`src/hw/rv_pkg.sv`:
```
package rv_pkg;

    localparam int xlen = 32;

    typedef logic [xlen-1:0] word_t;
    typedef logic [4:0]      reg_idx_t;
    typedef logic [3:0]      alu_op_t;
    typedef logic [6:0]      opcode_t;
    typedef logic [2:0]      funct3_t;
    typedef logic [1:0]      wb_sel_t;

    // ALU operations
    localparam alu_op_t alu_add  = 4'd0;
    localparam alu_op_t alu_sub  = 4'd1;
    localparam alu_op_t alu_and  = 4'd2;
    localparam alu_op_t alu_or   = 4'd3;
    localparam alu_op_t alu_xor  = 4'd4;
    localparam alu_op_t alu_slt  = 4'd5;
    localparam alu_op_t alu_sltu = 4'd6;
    localparam alu_op_t alu_sll  = 4'd7;
    localparam alu_op_t alu_srl  = 4'd8;
    localparam alu_op_t alu_sra  = 4'd9;

    // Major opcodes of the supported subset
    localparam opcode_t op_reg   = 7'b0110011;
    localparam opcode_t op_imm   = 7'b0010011;
    localparam opcode_t op_lui   = 7'b0110111;
    localparam opcode_t op_load  = 7'b0000011;
    localparam opcode_t op_store = 7'b0100011;
    localparam opcode_t op_br    = 7'b1100011;

    // Function codes
    localparam funct3_t f3_add_sub = 3'b000;
    localparam funct3_t f3_sll     = 3'b001;
    localparam funct3_t f3_slt     = 3'b010;
    localparam funct3_t f3_sltu    = 3'b011;
    localparam funct3_t f3_xor     = 3'b100;
    localparam funct3_t f3_srl_sra = 3'b101;
    localparam funct3_t f3_or      = 3'b110;
    localparam funct3_t f3_and     = 3'b111;
    localparam funct3_t f3_word    = 3'b010;
    localparam funct3_t f3_beq     = 3'b000;
    localparam funct3_t f3_bne     = 3'b001;

    // Writeback source
    localparam wb_sel_t wb_alu = 2'd0;
    localparam wb_sel_t wb_imm = 2'd1;
    localparam wb_sel_t wb_mem = 2'd2;

    localparam word_t reset_pc = 32'h0000_0000;
    localparam word_t pc_step  = 32'd4;

endpackage

```
`src/hw/fetch_stage.sv`:
```
`timescale 1ns/10ps

module fetch_stage (
    input  logic          clk,
    input  logic          i_arst_n,
    input  logic          i_en,
    input  logic          i_squash,
    input  logic          i_br_taken,
    input  rv_pkg::word_t i_br_target,
    input  rv_pkg::word_t i_imem_rdata,
    output rv_pkg::word_t o_imem_addr,
    output rv_pkg::word_t o_id_pc,
    output rv_pkg::word_t o_id_instr,
    output logic          o_id_valid
);

    rv_pkg::word_t pc;
    rv_pkg::word_t pc_next;

    // Taken branch in execute overrides sequential fetch
    assign pc_next     = i_br_taken ? i_br_target : pc + rv_pkg::pc_step;
    assign o_imem_addr = pc;

    always_ff @(posedge clk or negedge i_arst_n) begin
        if (!i_arst_n) begin
            pc         <= rv_pkg::reset_pc;
            o_id_pc    <= '0;
            o_id_instr <= '0;
            o_id_valid <= 1'b0;
        end else if (i_en) begin
            pc         <= pc_next;
            o_id_pc    <= pc;
            o_id_instr <= i_imem_rdata;
            // Wrong-path fetch is dropped here
            o_id_valid <= !i_squash;
        end
    end

endmodule

```
`src/hw/decode_stage.sv`:
```
`timescale 1ns/10ps

module decode_stage (
    input  logic             clk,
    input  logic             i_arst_n,
    input  logic             i_en,
    input  logic             i_squash,
    input  rv_pkg::word_t    i_id_pc,
    input  rv_pkg::word_t    i_id_instr,
    input  logic             i_id_valid,
    input  rv_pkg::word_t    i_rs1_data,
    input  rv_pkg::word_t    i_rs2_data,
    output rv_pkg::reg_idx_t o_rs1,
    output rv_pkg::reg_idx_t o_rs2,
    output logic             o_ex_valid,
    output rv_pkg::word_t    o_ex_pc,
    output rv_pkg::reg_idx_t o_ex_rs1,
    output rv_pkg::reg_idx_t o_ex_rs2,
    output rv_pkg::reg_idx_t o_ex_rd,
    output rv_pkg::word_t    o_ex_rs1_data,
    output rv_pkg::word_t    o_ex_rs2_data,
    output rv_pkg::word_t    o_ex_imm,
    output rv_pkg::alu_op_t  o_ex_alu_op,
    output logic             o_ex_use_imm,
    output logic             o_ex_is_load,
    output logic             o_ex_is_store,
    output logic             o_ex_is_branch,
    output logic             o_ex_br_ne,
    output rv_pkg::wb_sel_t  o_ex_wb_sel,
    output logic             o_ex_reg_write
);

    rv_pkg::opcode_t opcode;
    rv_pkg::funct3_t f3;
    rv_pkg::word_t   imm_i;
    rv_pkg::word_t   imm_s;
    rv_pkg::word_t   imm_b;
    rv_pkg::word_t   imm_u;
    rv_pkg::word_t   imm;
    rv_pkg::alu_op_t alu_op;
    rv_pkg::wb_sel_t wb_sel;
    logic            known;
    logic            use_imm;
    logic            is_load;
    logic            is_store;
    logic            is_branch;
    logic            reg_write;
    logic            keep;

    // alt selects sub or sra
    function automatic rv_pkg::alu_op_t alu_fn(rv_pkg::funct3_t fn, logic alt);
        case (fn)
            rv_pkg::f3_add_sub: return alt ? rv_pkg::alu_sub : rv_pkg::alu_add;
            rv_pkg::f3_sll:     return rv_pkg::alu_sll;
            rv_pkg::f3_slt:     return rv_pkg::alu_slt;
            rv_pkg::f3_sltu:    return rv_pkg::alu_sltu;
            rv_pkg::f3_xor:     return rv_pkg::alu_xor;
            rv_pkg::f3_srl_sra: return alt ? rv_pkg::alu_sra : rv_pkg::alu_srl;
            rv_pkg::f3_or:      return rv_pkg::alu_or;
            default:            return rv_pkg::alu_and;
        endcase
    endfunction

    assign opcode = i_id_instr[6:0];
    assign f3     = i_id_instr[14:12];
    assign o_rs1  = i_id_instr[19:15];
    assign o_rs2  = i_id_instr[24:20];

    assign imm_i = {{20{i_id_instr[31]}}, i_id_instr[31:20]};
    assign imm_s = {{20{i_id_instr[31]}}, i_id_instr[31:25], i_id_instr[11:7]};
    assign imm_b = {{19{i_id_instr[31]}}, i_id_instr[31], i_id_instr[7],
                    i_id_instr[30:25], i_id_instr[11:8], 1'b0};
    assign imm_u = {i_id_instr[31:12], 12'b0};

    always_comb begin
        known     = 1'b1;
        imm       = imm_i;
        alu_op    = rv_pkg::alu_add;
        wb_sel    = rv_pkg::wb_alu;
        use_imm   = 1'b0;
        is_load   = 1'b0;
        is_store  = 1'b0;
        is_branch = 1'b0;
        reg_write = 1'b0;
        case (opcode)
            rv_pkg::op_reg: begin
                alu_op    = alu_fn(f3, i_id_instr[30]);
                reg_write = 1'b1;
            end
            rv_pkg::op_imm: begin
                // Bit 30 is immediate data except on shifts
                alu_op    = alu_fn(f3, i_id_instr[30] && f3 == rv_pkg::f3_srl_sra);
                use_imm   = 1'b1;
                reg_write = 1'b1;
            end
            rv_pkg::op_lui: begin
                imm       = imm_u;
                wb_sel    = rv_pkg::wb_imm;
                reg_write = 1'b1;
            end
            rv_pkg::op_load: begin
                known     = (f3 == rv_pkg::f3_word);
                use_imm   = 1'b1;
                is_load   = 1'b1;
                wb_sel    = rv_pkg::wb_mem;
                reg_write = 1'b1;
            end
            rv_pkg::op_store: begin
                known    = (f3 == rv_pkg::f3_word);
                imm      = imm_s;
                use_imm  = 1'b1;
                is_store = 1'b1;
            end
            rv_pkg::op_br: begin
                known     = (f3 == rv_pkg::f3_beq) || (f3 == rv_pkg::f3_bne);
                imm       = imm_b;
                is_branch = 1'b1;
            end
            default: known = 1'b0;
        endcase
    end

    // Unsupported encodings travel on as bubbles
    assign keep = i_id_valid && known && !i_squash;

    always_ff @(posedge clk or negedge i_arst_n) begin
        if (!i_arst_n) begin
            o_ex_valid     <= 1'b0;
            o_ex_pc        <= '0;
            o_ex_rs1       <= '0;
            o_ex_rs2       <= '0;
            o_ex_rd        <= '0;
            o_ex_rs1_data  <= '0;
            o_ex_rs2_data  <= '0;
            o_ex_imm       <= '0;
            o_ex_alu_op    <= rv_pkg::alu_add;
            o_ex_use_imm   <= 1'b0;
            o_ex_is_load   <= 1'b0;
            o_ex_is_store  <= 1'b0;
            o_ex_is_branch <= 1'b0;
            o_ex_br_ne     <= 1'b0;
            o_ex_wb_sel    <= rv_pkg::wb_alu;
            o_ex_reg_write <= 1'b0;
        end else if (i_en) begin
            o_ex_valid     <= keep;
            o_ex_pc        <= i_id_pc;
            o_ex_rs1       <= o_rs1;
            o_ex_rs2       <= o_rs2;
            o_ex_rd        <= i_id_instr[11:7];
            o_ex_rs1_data  <= i_rs1_data;
            o_ex_rs2_data  <= i_rs2_data;
            o_ex_imm       <= imm;
            o_ex_alu_op    <= alu_op;
            o_ex_use_imm   <= use_imm;
            o_ex_is_load   <= is_load && keep;
            o_ex_is_store  <= is_store && keep;
            o_ex_is_branch <= is_branch && keep;
            o_ex_br_ne     <= (f3 == rv_pkg::f3_bne);
            o_ex_wb_sel    <= wb_sel;
            o_ex_reg_write <= reg_write && keep;
        end
    end

endmodule

```
`src/hw/reg_file.sv`:
```
`timescale 1ns/10ps

module reg_file (
    input  logic             clk,
    input  logic             i_arst_n,
    input  rv_pkg::reg_idx_t i_rs1,
    input  rv_pkg::reg_idx_t i_rs2,
    output rv_pkg::word_t    o_rs1_data,
    output rv_pkg::word_t    o_rs2_data,
    input  logic             i_we,
    input  rv_pkg::reg_idx_t i_rd,
    input  rv_pkg::word_t    i_wdata
);

    rv_pkg::word_t regs [32];
    logic          wr_live;

    assign wr_live = i_we && (i_rd != 5'd0);

    always_ff @(posedge clk or negedge i_arst_n) begin
        if (!i_arst_n) begin
            for (int i = 0; i < 32; i++) begin
                regs[i] <= '0;
            end
        end else if (wr_live) begin
            regs[i_rd] <= i_wdata;
        end
    end

    // Same-cycle write is visible to decode
    assign o_rs1_data = (wr_live && i_rd == i_rs1) ? i_wdata : regs[i_rs1];
    assign o_rs2_data = (wr_live && i_rd == i_rs2) ? i_wdata : regs[i_rs2];

endmodule

```
`src/hw/execute_stage.sv`:
```
`timescale 1ns/10ps

module execute_stage (
    input  logic             clk,
    input  logic             i_arst_n,
    input  logic             i_en,
    input  logic             i_squash,
    input  logic             i_ex_valid,
    input  rv_pkg::word_t    i_ex_pc,
    input  rv_pkg::reg_idx_t i_ex_rs1,
    input  rv_pkg::reg_idx_t i_ex_rs2,
    input  rv_pkg::reg_idx_t i_ex_rd,
    input  rv_pkg::word_t    i_ex_rs1_data,
    input  rv_pkg::word_t    i_ex_rs2_data,
    input  rv_pkg::word_t    i_ex_imm,
    input  rv_pkg::alu_op_t  i_ex_alu_op,
    input  logic             i_ex_use_imm,
    input  logic             i_ex_is_load,
    input  logic             i_ex_is_store,
    input  logic             i_ex_is_branch,
    input  logic             i_ex_br_ne,
    input  rv_pkg::wb_sel_t  i_ex_wb_sel,
    input  logic             i_ex_reg_write,
    input  rv_pkg::reg_idx_t i_mem_rd,
    input  logic             i_mem_reg_write,
    input  rv_pkg::word_t    i_mem_result,
    input  rv_pkg::reg_idx_t i_wb_rd,
    input  logic             i_wb_reg_write,
    input  rv_pkg::word_t    i_wb_result,
    output logic             o_br_taken,
    output rv_pkg::word_t    o_br_target,
    output rv_pkg::reg_idx_t o_load_rd,
    output logic             o_is_load,
    output logic             o_mem_valid,
    output rv_pkg::reg_idx_t o_mem_rd,
    output rv_pkg::word_t    o_mem_alu,
    output rv_pkg::word_t    o_mem_store_data,
    output rv_pkg::word_t    o_mem_imm,
    output logic             o_mem_is_load,
    output logic             o_mem_is_store,
    output rv_pkg::wb_sel_t  o_mem_wb_sel,
    output logic             o_mem_reg_write
);

    rv_pkg::word_t op_a;
    rv_pkg::word_t op_b_reg;
    rv_pkg::word_t op_b;
    rv_pkg::word_t alu_out;
    logic          keep;

    // Newest producer wins, memory stage before writeback
    function automatic rv_pkg::word_t fwd(rv_pkg::reg_idx_t src, rv_pkg::word_t rf_val);
        if (i_mem_reg_write && i_mem_rd != 5'd0 && i_mem_rd == src) begin
            return i_mem_result;
        end
        if (i_wb_reg_write && i_wb_rd != 5'd0 && i_wb_rd == src) begin
            return i_wb_result;
        end
        return rf_val;
    endfunction

    assign op_a     = fwd(i_ex_rs1, i_ex_rs1_data);
    assign op_b_reg = fwd(i_ex_rs2, i_ex_rs2_data);
    assign op_b     = i_ex_use_imm ? i_ex_imm : op_b_reg;

    always_comb begin
        case (i_ex_alu_op)
            rv_pkg::alu_sub:  alu_out = op_a - op_b;
            rv_pkg::alu_and:  alu_out = op_a & op_b;
            rv_pkg::alu_or:   alu_out = op_a | op_b;
            rv_pkg::alu_xor:  alu_out = op_a ^ op_b;
            rv_pkg::alu_slt:  alu_out = {31'b0, $signed(op_a) < $signed(op_b)};
            rv_pkg::alu_sltu: alu_out = {31'b0, op_a < op_b};
            rv_pkg::alu_sll:  alu_out = op_a << op_b[4:0];
            rv_pkg::alu_srl:  alu_out = op_a >> op_b[4:0];
            rv_pkg::alu_sra:  alu_out = $signed(op_a) >>> op_b[4:0];
            default:          alu_out = op_a + op_b;
        endcase
    end

    // beq on equal, bne on not equal
    assign o_br_taken  = i_ex_valid && i_ex_is_branch && ((op_a == op_b_reg) != i_ex_br_ne);
    assign o_br_target = i_ex_pc + i_ex_imm;

    assign o_load_rd = i_ex_rd;
    assign o_is_load = i_ex_valid && i_ex_is_load;

    assign keep = i_ex_valid && !i_squash;

    always_ff @(posedge clk or negedge i_arst_n) begin
        if (!i_arst_n) begin
            o_mem_valid      <= 1'b0;
            o_mem_rd         <= '0;
            o_mem_alu        <= '0;
            o_mem_store_data <= '0;
            o_mem_imm        <= '0;
            o_mem_is_load    <= 1'b0;
            o_mem_is_store   <= 1'b0;
            o_mem_wb_sel     <= rv_pkg::wb_alu;
            o_mem_reg_write  <= 1'b0;
        end else if (i_en) begin
            o_mem_valid      <= keep;
            o_mem_rd         <= i_ex_rd;
            o_mem_alu        <= alu_out;
            o_mem_store_data <= op_b_reg;
            o_mem_imm        <= i_ex_imm;
            o_mem_is_load    <= i_ex_is_load && keep;
            o_mem_is_store   <= i_ex_is_store && keep;
            o_mem_wb_sel     <= i_ex_wb_sel;
            o_mem_reg_write  <= i_ex_reg_write && keep;
        end
    end

endmodule

```
`src/hw/mem_stage.sv`:
```
`timescale 1ns/10ps

module mem_stage (
    input  logic             clk,
    input  logic             i_arst_n,
    input  logic             i_en,
    input  logic             i_mem_valid,
    input  rv_pkg::reg_idx_t i_mem_rd,
    input  rv_pkg::word_t    i_mem_alu,
    input  rv_pkg::word_t    i_mem_store_data,
    input  rv_pkg::word_t    i_mem_imm,
    input  logic             i_mem_is_load,
    input  logic             i_mem_is_store,
    input  rv_pkg::wb_sel_t  i_mem_wb_sel,
    input  logic             i_mem_reg_write,
    input  rv_pkg::word_t    i_dmem_rdata,
    output rv_pkg::word_t    o_dmem_addr,
    output logic             o_dmem_rd,
    output logic             o_dmem_wr,
    output rv_pkg::word_t    o_dmem_wdata,
    output rv_pkg::word_t    o_result,
    output rv_pkg::reg_idx_t o_wb_rd,
    output logic             o_wb_reg_write,
    output rv_pkg::word_t    o_wb_result
);

    // Word accesses only
    assign o_dmem_addr  = {i_mem_alu[31:2], 2'b00};
    assign o_dmem_rd    = i_mem_valid && i_mem_is_load;
    assign o_dmem_wr    = i_mem_valid && i_mem_is_store;
    assign o_dmem_wdata = i_mem_store_data;

    always_comb begin
        case (i_mem_wb_sel)
            rv_pkg::wb_imm: o_result = i_mem_imm;
            rv_pkg::wb_mem: o_result = i_dmem_rdata;
            default:        o_result = i_mem_alu;
        endcase
    end

    always_ff @(posedge clk or negedge i_arst_n) begin
        if (!i_arst_n) begin
            o_wb_rd        <= '0;
            o_wb_reg_write <= 1'b0;
            o_wb_result    <= '0;
        end else if (i_en) begin
            o_wb_rd        <= i_mem_rd;
            o_wb_reg_write <= i_mem_valid && i_mem_reg_write;
            o_wb_result    <= o_result;
        end
    end

endmodule

```
`src/hw/hazard_unit.sv`:
```
`timescale 1ns/10ps

module hazard_unit (
    input  logic             i_imem_resp,
    input  logic             i_dmem_resp,
    input  logic             i_dmem_busy,
    input  logic             i_br_taken,
    input  logic             i_ex_is_load,
    input  rv_pkg::reg_idx_t i_ex_rd,
    input  rv_pkg::reg_idx_t i_id_rs1,
    input  rv_pkg::reg_idx_t i_id_rs2,
    output logic             o_en_if,
    output logic             o_en_id,
    output logic             o_en_ex,
    output logic             o_en_mem,
    output logic             o_stall_id,
    output logic             o_squash
);

    logic freeze;
    logic load_use;

    // Either port still owes a response
    assign freeze = !i_imem_resp || (i_dmem_busy && !i_dmem_resp);

    // Consumer waits in decode one cycle for the load data
    assign load_use = i_ex_is_load && (i_ex_rd != 5'd0)
                      && (i_ex_rd == i_id_rs1 || i_ex_rd == i_id_rs2);

    assign o_en_if  = !freeze && !load_use;
    assign o_en_id  = !freeze;
    assign o_en_ex  = !freeze;
    assign o_en_mem = !freeze;

    // ID/EX takes a bubble on a load-use hold or a redirect
    assign o_stall_id = load_use || i_br_taken;
    assign o_squash   = i_br_taken;

endmodule

```
`src/hw/rv_core.sv`:
```
`timescale 1ns/10ps

module rv_core (
    input  logic          clk,
    input  logic          i_arst_n,
    output rv_pkg::word_t o_imem_addr,
    input  logic          i_imem_resp,
    input  rv_pkg::word_t i_imem_rdata,
    output rv_pkg::word_t o_dmem_addr,
    output logic          o_dmem_rd,
    output logic          o_dmem_wr,
    output rv_pkg::word_t o_dmem_wdata,
    input  logic          i_dmem_resp,
    input  rv_pkg::word_t i_dmem_rdata
);

    logic en_if, en_id, en_ex, en_mem, stall_id, squash, dmem_busy;
    logic br_taken, ex_is_load;
    rv_pkg::word_t br_target;
    rv_pkg::reg_idx_t load_rd;

    rv_pkg::word_t id_pc, id_instr, rs1_data, rs2_data;
    logic id_valid;
    rv_pkg::reg_idx_t id_rs1, id_rs2;

    rv_pkg::word_t ex_pc, ex_rs1_data, ex_rs2_data, ex_imm;
    rv_pkg::reg_idx_t ex_rs1, ex_rs2, ex_rd;
    rv_pkg::alu_op_t ex_alu_op;
    rv_pkg::wb_sel_t ex_wb_sel;
    logic ex_valid, ex_use_imm, ex_is_load_q, ex_is_store, ex_is_branch, ex_br_ne;
    logic ex_reg_write;

    rv_pkg::word_t mem_alu, mem_store_data, mem_imm, mem_result;
    rv_pkg::reg_idx_t mem_rd;
    rv_pkg::wb_sel_t mem_wb_sel;
    logic mem_valid, mem_is_load, mem_is_store, mem_reg_write;

    rv_pkg::word_t wb_result;
    rv_pkg::reg_idx_t wb_rd;
    logic wb_reg_write;

    assign dmem_busy = o_dmem_rd || o_dmem_wr;

    fetch_stage u_fetch (
        .clk, .i_arst_n, .i_en(en_if), .i_squash(squash),
        .i_br_taken(br_taken), .i_br_target(br_target),
        .i_imem_rdata, .o_imem_addr,
        .o_id_pc(id_pc), .o_id_instr(id_instr), .o_id_valid(id_valid)
    );

    decode_stage u_decode (
        .clk, .i_arst_n, .i_en(en_id), .i_squash(stall_id),
        .i_id_pc(id_pc), .i_id_instr(id_instr), .i_id_valid(id_valid),
        .i_rs1_data(rs1_data), .i_rs2_data(rs2_data), .o_rs1(id_rs1), .o_rs2(id_rs2),
        .o_ex_valid(ex_valid), .o_ex_pc(ex_pc), .o_ex_rs1(ex_rs1), .o_ex_rs2(ex_rs2),
        .o_ex_rd(ex_rd), .o_ex_rs1_data(ex_rs1_data), .o_ex_rs2_data(ex_rs2_data),
        .o_ex_imm(ex_imm), .o_ex_alu_op(ex_alu_op), .o_ex_use_imm(ex_use_imm),
        .o_ex_is_load(ex_is_load_q), .o_ex_is_store(ex_is_store),
        .o_ex_is_branch(ex_is_branch), .o_ex_br_ne(ex_br_ne),
        .o_ex_wb_sel(ex_wb_sel), .o_ex_reg_write(ex_reg_write)
    );

    reg_file u_regs (
        .clk, .i_arst_n, .i_rs1(id_rs1), .i_rs2(id_rs2),
        .o_rs1_data(rs1_data), .o_rs2_data(rs2_data),
        .i_we(wb_reg_write), .i_rd(wb_rd), .i_wdata(wb_result)
    );

    execute_stage u_execute (
        .clk, .i_arst_n, .i_en(en_ex), .i_squash(squash),
        .i_ex_valid(ex_valid), .i_ex_pc(ex_pc), .i_ex_rs1(ex_rs1), .i_ex_rs2(ex_rs2),
        .i_ex_rd(ex_rd), .i_ex_rs1_data(ex_rs1_data), .i_ex_rs2_data(ex_rs2_data),
        .i_ex_imm(ex_imm), .i_ex_alu_op(ex_alu_op), .i_ex_use_imm(ex_use_imm),
        .i_ex_is_load(ex_is_load_q), .i_ex_is_store(ex_is_store),
        .i_ex_is_branch(ex_is_branch), .i_ex_br_ne(ex_br_ne),
        .i_ex_wb_sel(ex_wb_sel), .i_ex_reg_write(ex_reg_write),
        .i_mem_rd(mem_rd), .i_mem_reg_write(mem_reg_write), .i_mem_result(mem_result),
        .i_wb_rd(wb_rd), .i_wb_reg_write(wb_reg_write), .i_wb_result(wb_result),
        .o_br_taken(br_taken), .o_br_target(br_target),
        .o_load_rd(load_rd), .o_is_load(ex_is_load),
        .o_mem_valid(mem_valid), .o_mem_rd(mem_rd), .o_mem_alu(mem_alu),
        .o_mem_store_data(mem_store_data), .o_mem_imm(mem_imm),
        .o_mem_is_load(mem_is_load), .o_mem_is_store(mem_is_store),
        .o_mem_wb_sel(mem_wb_sel), .o_mem_reg_write(mem_reg_write)
    );

    mem_stage u_mem (
        .clk, .i_arst_n, .i_en(en_mem),
        .i_mem_valid(mem_valid), .i_mem_rd(mem_rd), .i_mem_alu(mem_alu),
        .i_mem_store_data(mem_store_data), .i_mem_imm(mem_imm),
        .i_mem_is_load(mem_is_load), .i_mem_is_store(mem_is_store),
        .i_mem_wb_sel(mem_wb_sel), .i_mem_reg_write(mem_reg_write),
        .i_dmem_rdata, .o_dmem_addr, .o_dmem_rd, .o_dmem_wr, .o_dmem_wdata,
        .o_result(mem_result), .o_wb_rd(wb_rd), .o_wb_reg_write(wb_reg_write),
        .o_wb_result(wb_result)
    );

    hazard_unit u_hazard (
        .i_imem_resp, .i_dmem_resp, .i_dmem_busy(dmem_busy),
        .i_br_taken(br_taken), .i_ex_is_load(ex_is_load), .i_ex_rd(load_rd),
        .i_id_rs1(id_rs1), .i_id_rs2(id_rs2),
        .o_en_if(en_if), .o_en_id(en_id), .o_en_ex(en_ex), .o_en_mem(en_mem),
        .o_stall_id(stall_id), .o_squash(squash)
    );

endmodule

```
`config.mk`:
```
export PLATFORM = sky130hd
export DESIGN_NAME = rv_core
export DESIGN_NICKNAME = d
export VERILOG_FILES = /design/src/hw/rv_pkg.sv /design/src/hw/fetch_stage.sv /design/src/hw/decode_stage.sv /design/src/hw/reg_file.sv /design/src/hw/execute_stage.sv /design/src/hw/mem_stage.sv /design/src/hw/hazard_unit.sv /design/src/hw/rv_core.sv
export SDC_FILE = /design/constraint.sdc
export NUM_CORES = 2
export LEC_CHECK = 0
export ABC_CLOCK_PERIOD_IN_PS = 7190
export BUFFER_PORTS_ARGS = -buffer_cell sky130_fd_sc_hd__buf_2
export CAP_MARGIN = 40
export CORE_ASPECT_RATIO = 1.5
export CORE_UTILIZATION = 50
export DETAILED_ROUTE_END_ITERATION = 8
export PLACE_DENSITY_LB_ADDON = 0.3
export SYNTH_ARGS = -nofsm -noshare
export SYNTH_HDL_FRONTEND = slang
export SYNTH_SLANG_ARGS = --single-unit
```
`constraint.sdc`:
```
create_clock -name clk -period 7.19 [get_ports clk]
set_clock_uncertainty 0.2 [all_clocks]
set_input_delay 0.719 -clock clk [delete_from_list [all_inputs] [get_ports clk]]
set_output_delay 0.719 -clock clk [all_outputs]
set_load 0.005 [all_outputs]
```
==> flow_summary.toml <==
[final_layout]
layout.nets = 7302
largest_register = "u_regs.regs"
largest_reg_flops = 1024
final_cells = 9449
finish.utilization_pct = 55.58
drive_gt1_share_pct = 34.61
syn_to_final_growth_pct = 10.04

[synth]
syn_inst = 7221
seq_area_frac_synth_pct = 41.92
yosysWarningCount = 0
postSynthAreaPerCell_um2 = 11.75
ys_ff_latch = 1422
syn_area_um2 = 84880
yosysTopAreaCellShare_pct = 41.92
ys.flop_type = "dfrtp_1"
async_flop_share_pct = 100.0
synth_top_cell_by_area = "dfrtp_1"
synthTopCellsByArea = "dfrtp_1 42%, mux4_2 17%, mux2_2 14%"
synth_edf_count = 0
ys_types = 107

[critical_path]
startpoint = "u_execute.o_mem_wb_sel[1]"
critPathRequiredTime_ns = 7.67
timing.rr.start = "u_execute.o_mem_wb_sel[1]"
endpoint = "u_execute.o_mem_alu[28]"
r2r_end = "u_execute.o_mem_alu[28]"
arrival_ns = 7.30
r2r_slack_ns = 0.37
slowest_delay_ns = 0.59
path_cells = "inv_1, ha_1, a22oi_1, o21ai_0, nor3_1, a311o_1, nand2_2, ha_1, inv_1, fa_1, nor2b_1, o31ai_1, a211oi_1, a21oi_1, o21ai_0, buf_4, a211oi_1, o311ai_0, buf_4, a21oi_1, mux2_2, a221oi_1, a31oi_1"
crit_type = "reg -> reg"
critical_path.startpoint_type = "register"
slowest_stage = "o21ai_0"
crit_family = "compound AO/OA/AOI/OAI gates"
worst-path-buf-inv = 4
worst-path-max-fanout = 10
crit_cells = 23
crit_path_end_kind = "register"
ff2ff_path_depth = 23

[routing]
wirelength_um = 303600
wl_per_cell_um = 32.13
drtPass1Iterations = 6
drt_iter0_markers = 6443
drc = 0
num_vias = 63300
vias_per_cell = 6.699
ant_nets = 0

[floorplanning]
ios = 166
die_y_um = 506.6
die_w_um = 338.4
initial_utilization_pct = 50.51
rows = 184
dieArea_um2 = 171400
coreArea_um2 = 168100

[sta]
rsz0062_at_grt = "no"
fin_hold_ws_ns = 0.1977
setup-tns-final_ns = 0
slew_viol_final = 0
relSlewSlack_pct = 31.33
hold_viol_final = 0
min_period_ns = 6.821
tightest_slew_ns = 1.019
finalCritPeriodShare_pct = 94.87
setup_violations = 0
max_freq_mhz = 146.6

[placement]
place_inst = 9147
gp_congestion = 1.102
port-buffer-count = 163
hpwlAfterDp_um = 202900

[power]
peakVddDrop_mv = 0.2146
power_density_nw_per_um2 = 200.4
power_leakage_uw = 0.04235

[global_routing]
grt_antenna_before_repair = 4
grt_pass1_vias = 64650
grt_max_degree = 152
grt_first_pass_wirelength_um = 446200
track_usage_pct = 35.48
grt_overflow = 0

[clock_tree]
cts_tree = "done"
clock_path_buffers = 3
cts.sinks = 1422
clock_latency_ns = 0.82
clk_pin_slew_worst_paths_ns = 0.07
numCtsBuffers = 141
post_cts_buffers = 0
root_buffer = "clkbuf_16"
cts-htree-levels = 4

[worst_hold_path]
hp-class = "reg -> reg"

[flow_run]
cap_viol_max_count = 0

[status]
run_status = "completed"
cell type report:
type / count / area [µm²]
antenna: 6 / 15.01
clock buffer: 205 / 4144
clock inverter: 49 / 640.6
fill: 13920 / 74660
inverter: 111 / 416.7
multi-input combinational: 4950 / 46060
sequential: 1422 / 35620
tap: 2232 / 2793
timing repair buffer: 474 / 3712
power by group:
group,internal [µW],switching [µW]
Clock,4390,3390
Combinational,825,1550
Sequential,8190,377
Total,13400,5320
worst reg2reg max path, delay by kind of cell (launching register included):
| family | cells | cell delay (ns) |
|---|---|---|
| AOI/OAI and AO/OA | 12 | 3.72 |
| adders and majority gates | 3 | 0.99 |
| buffers and inverters | 4 | 0.56 |
| and+or+nand+nor | 3 | 0.51 |
| DFF | 1 | 0.39 |
| muxes | 1 | 0.35 |
cells in the mapped netlist (97+ instances only):
cell,instances
dfrtp_1,1422
nand3_1,130
mux2_2,1026
nand2_1,951
mux2i_1,168
buf_1,132
mux4_2,656
nor3_1,97
nor2_1,274
clkbuf_1,478
inv_1,105
ha_1,131
a21oi_1,281
o21ai_0,319
cells in the final DEF, fill, tap and decap left out, types with 130 or more instances in the layout:
cell type / synthesis / final
mux2i_1: 168 / 166
nor2_1: 274 / 258
buf_4: 41 / 224
ha_1: 131 / 130
mux4_2: 656 / 656
mux2_2: 1026 / 1026
dfrtp_1: 1422 / 1412
buf_2: 49 / 178
nand2_1: 951 / 936
o21ai_0: 319 / 318
a21oi_1: 281 / 281
clkbuf_16: 0 / 145
per-layer routing:
layer | vias up | GRT usage, % | part of all wire (%)
met3 | 991 | 6.703 | 7.2
met1 | 32790 | 42.10 | 36
met2 | 3011 | 58.07 | 48
li1 | 26500 | - | -
met5 | - | 0 | 0
met4 | 0 | 25.48 | 8.6
worst min-delay path by stage:
stage	startpoint	to	cells after the start
6_report	u_regs.regs[1004]	u_regs.regs[1004]	0
2_1_floorplan	i_arst_n	u_decode.o_ex_alu_op[0]	0
3_3_place_gp	u_regs.regs[999]	u_regs.regs[999]	0
4_1_cts	u_regs.regs[993]	u_regs.regs[993]	0
3_5_place_dp	u_regs.regs[993]	u_regs.regs[993]	0
5_1_grt	u_regs.regs[1017]	u_regs.regs[1017]	0
cell families (layout without fill, tap and decap cells):
kind of cell	Yosys count	count (layout)	synth area share, %
AO/OA/AOI/OAI	1185	1185	9.202
AND/OR/NAND/NOR	1662	1662	8.446
multiplexers	1853	1853	33.06
other	1	8	0.004418
adder cells (fa/ha/maj)	134	134	2.002
flip-flops	1422	1422	41.92
XOR/XNOR	114	114	1.176
buffers and inverters	850	839	4.188
timing repair:
item,4_1_cts,5_1_grt
hold buffers,33,0
hold endpoints to repair,172,0
endpoints found under the setup margin,0,1
resized for setup,0,2
stage by stage:
stage	worst slack [ns]	cell area (µm²)	total power, µW
after floorplan	0.8359	84890	10010
after global placement	0.4848	87800	10960
after detailed placement	0.4024	88220	11040
after CTS	0.4159	93340	18800
after global routing	0.003736	93390	19310
final	0.3688	93410	18720
Power figures use the tool's default switching activity.
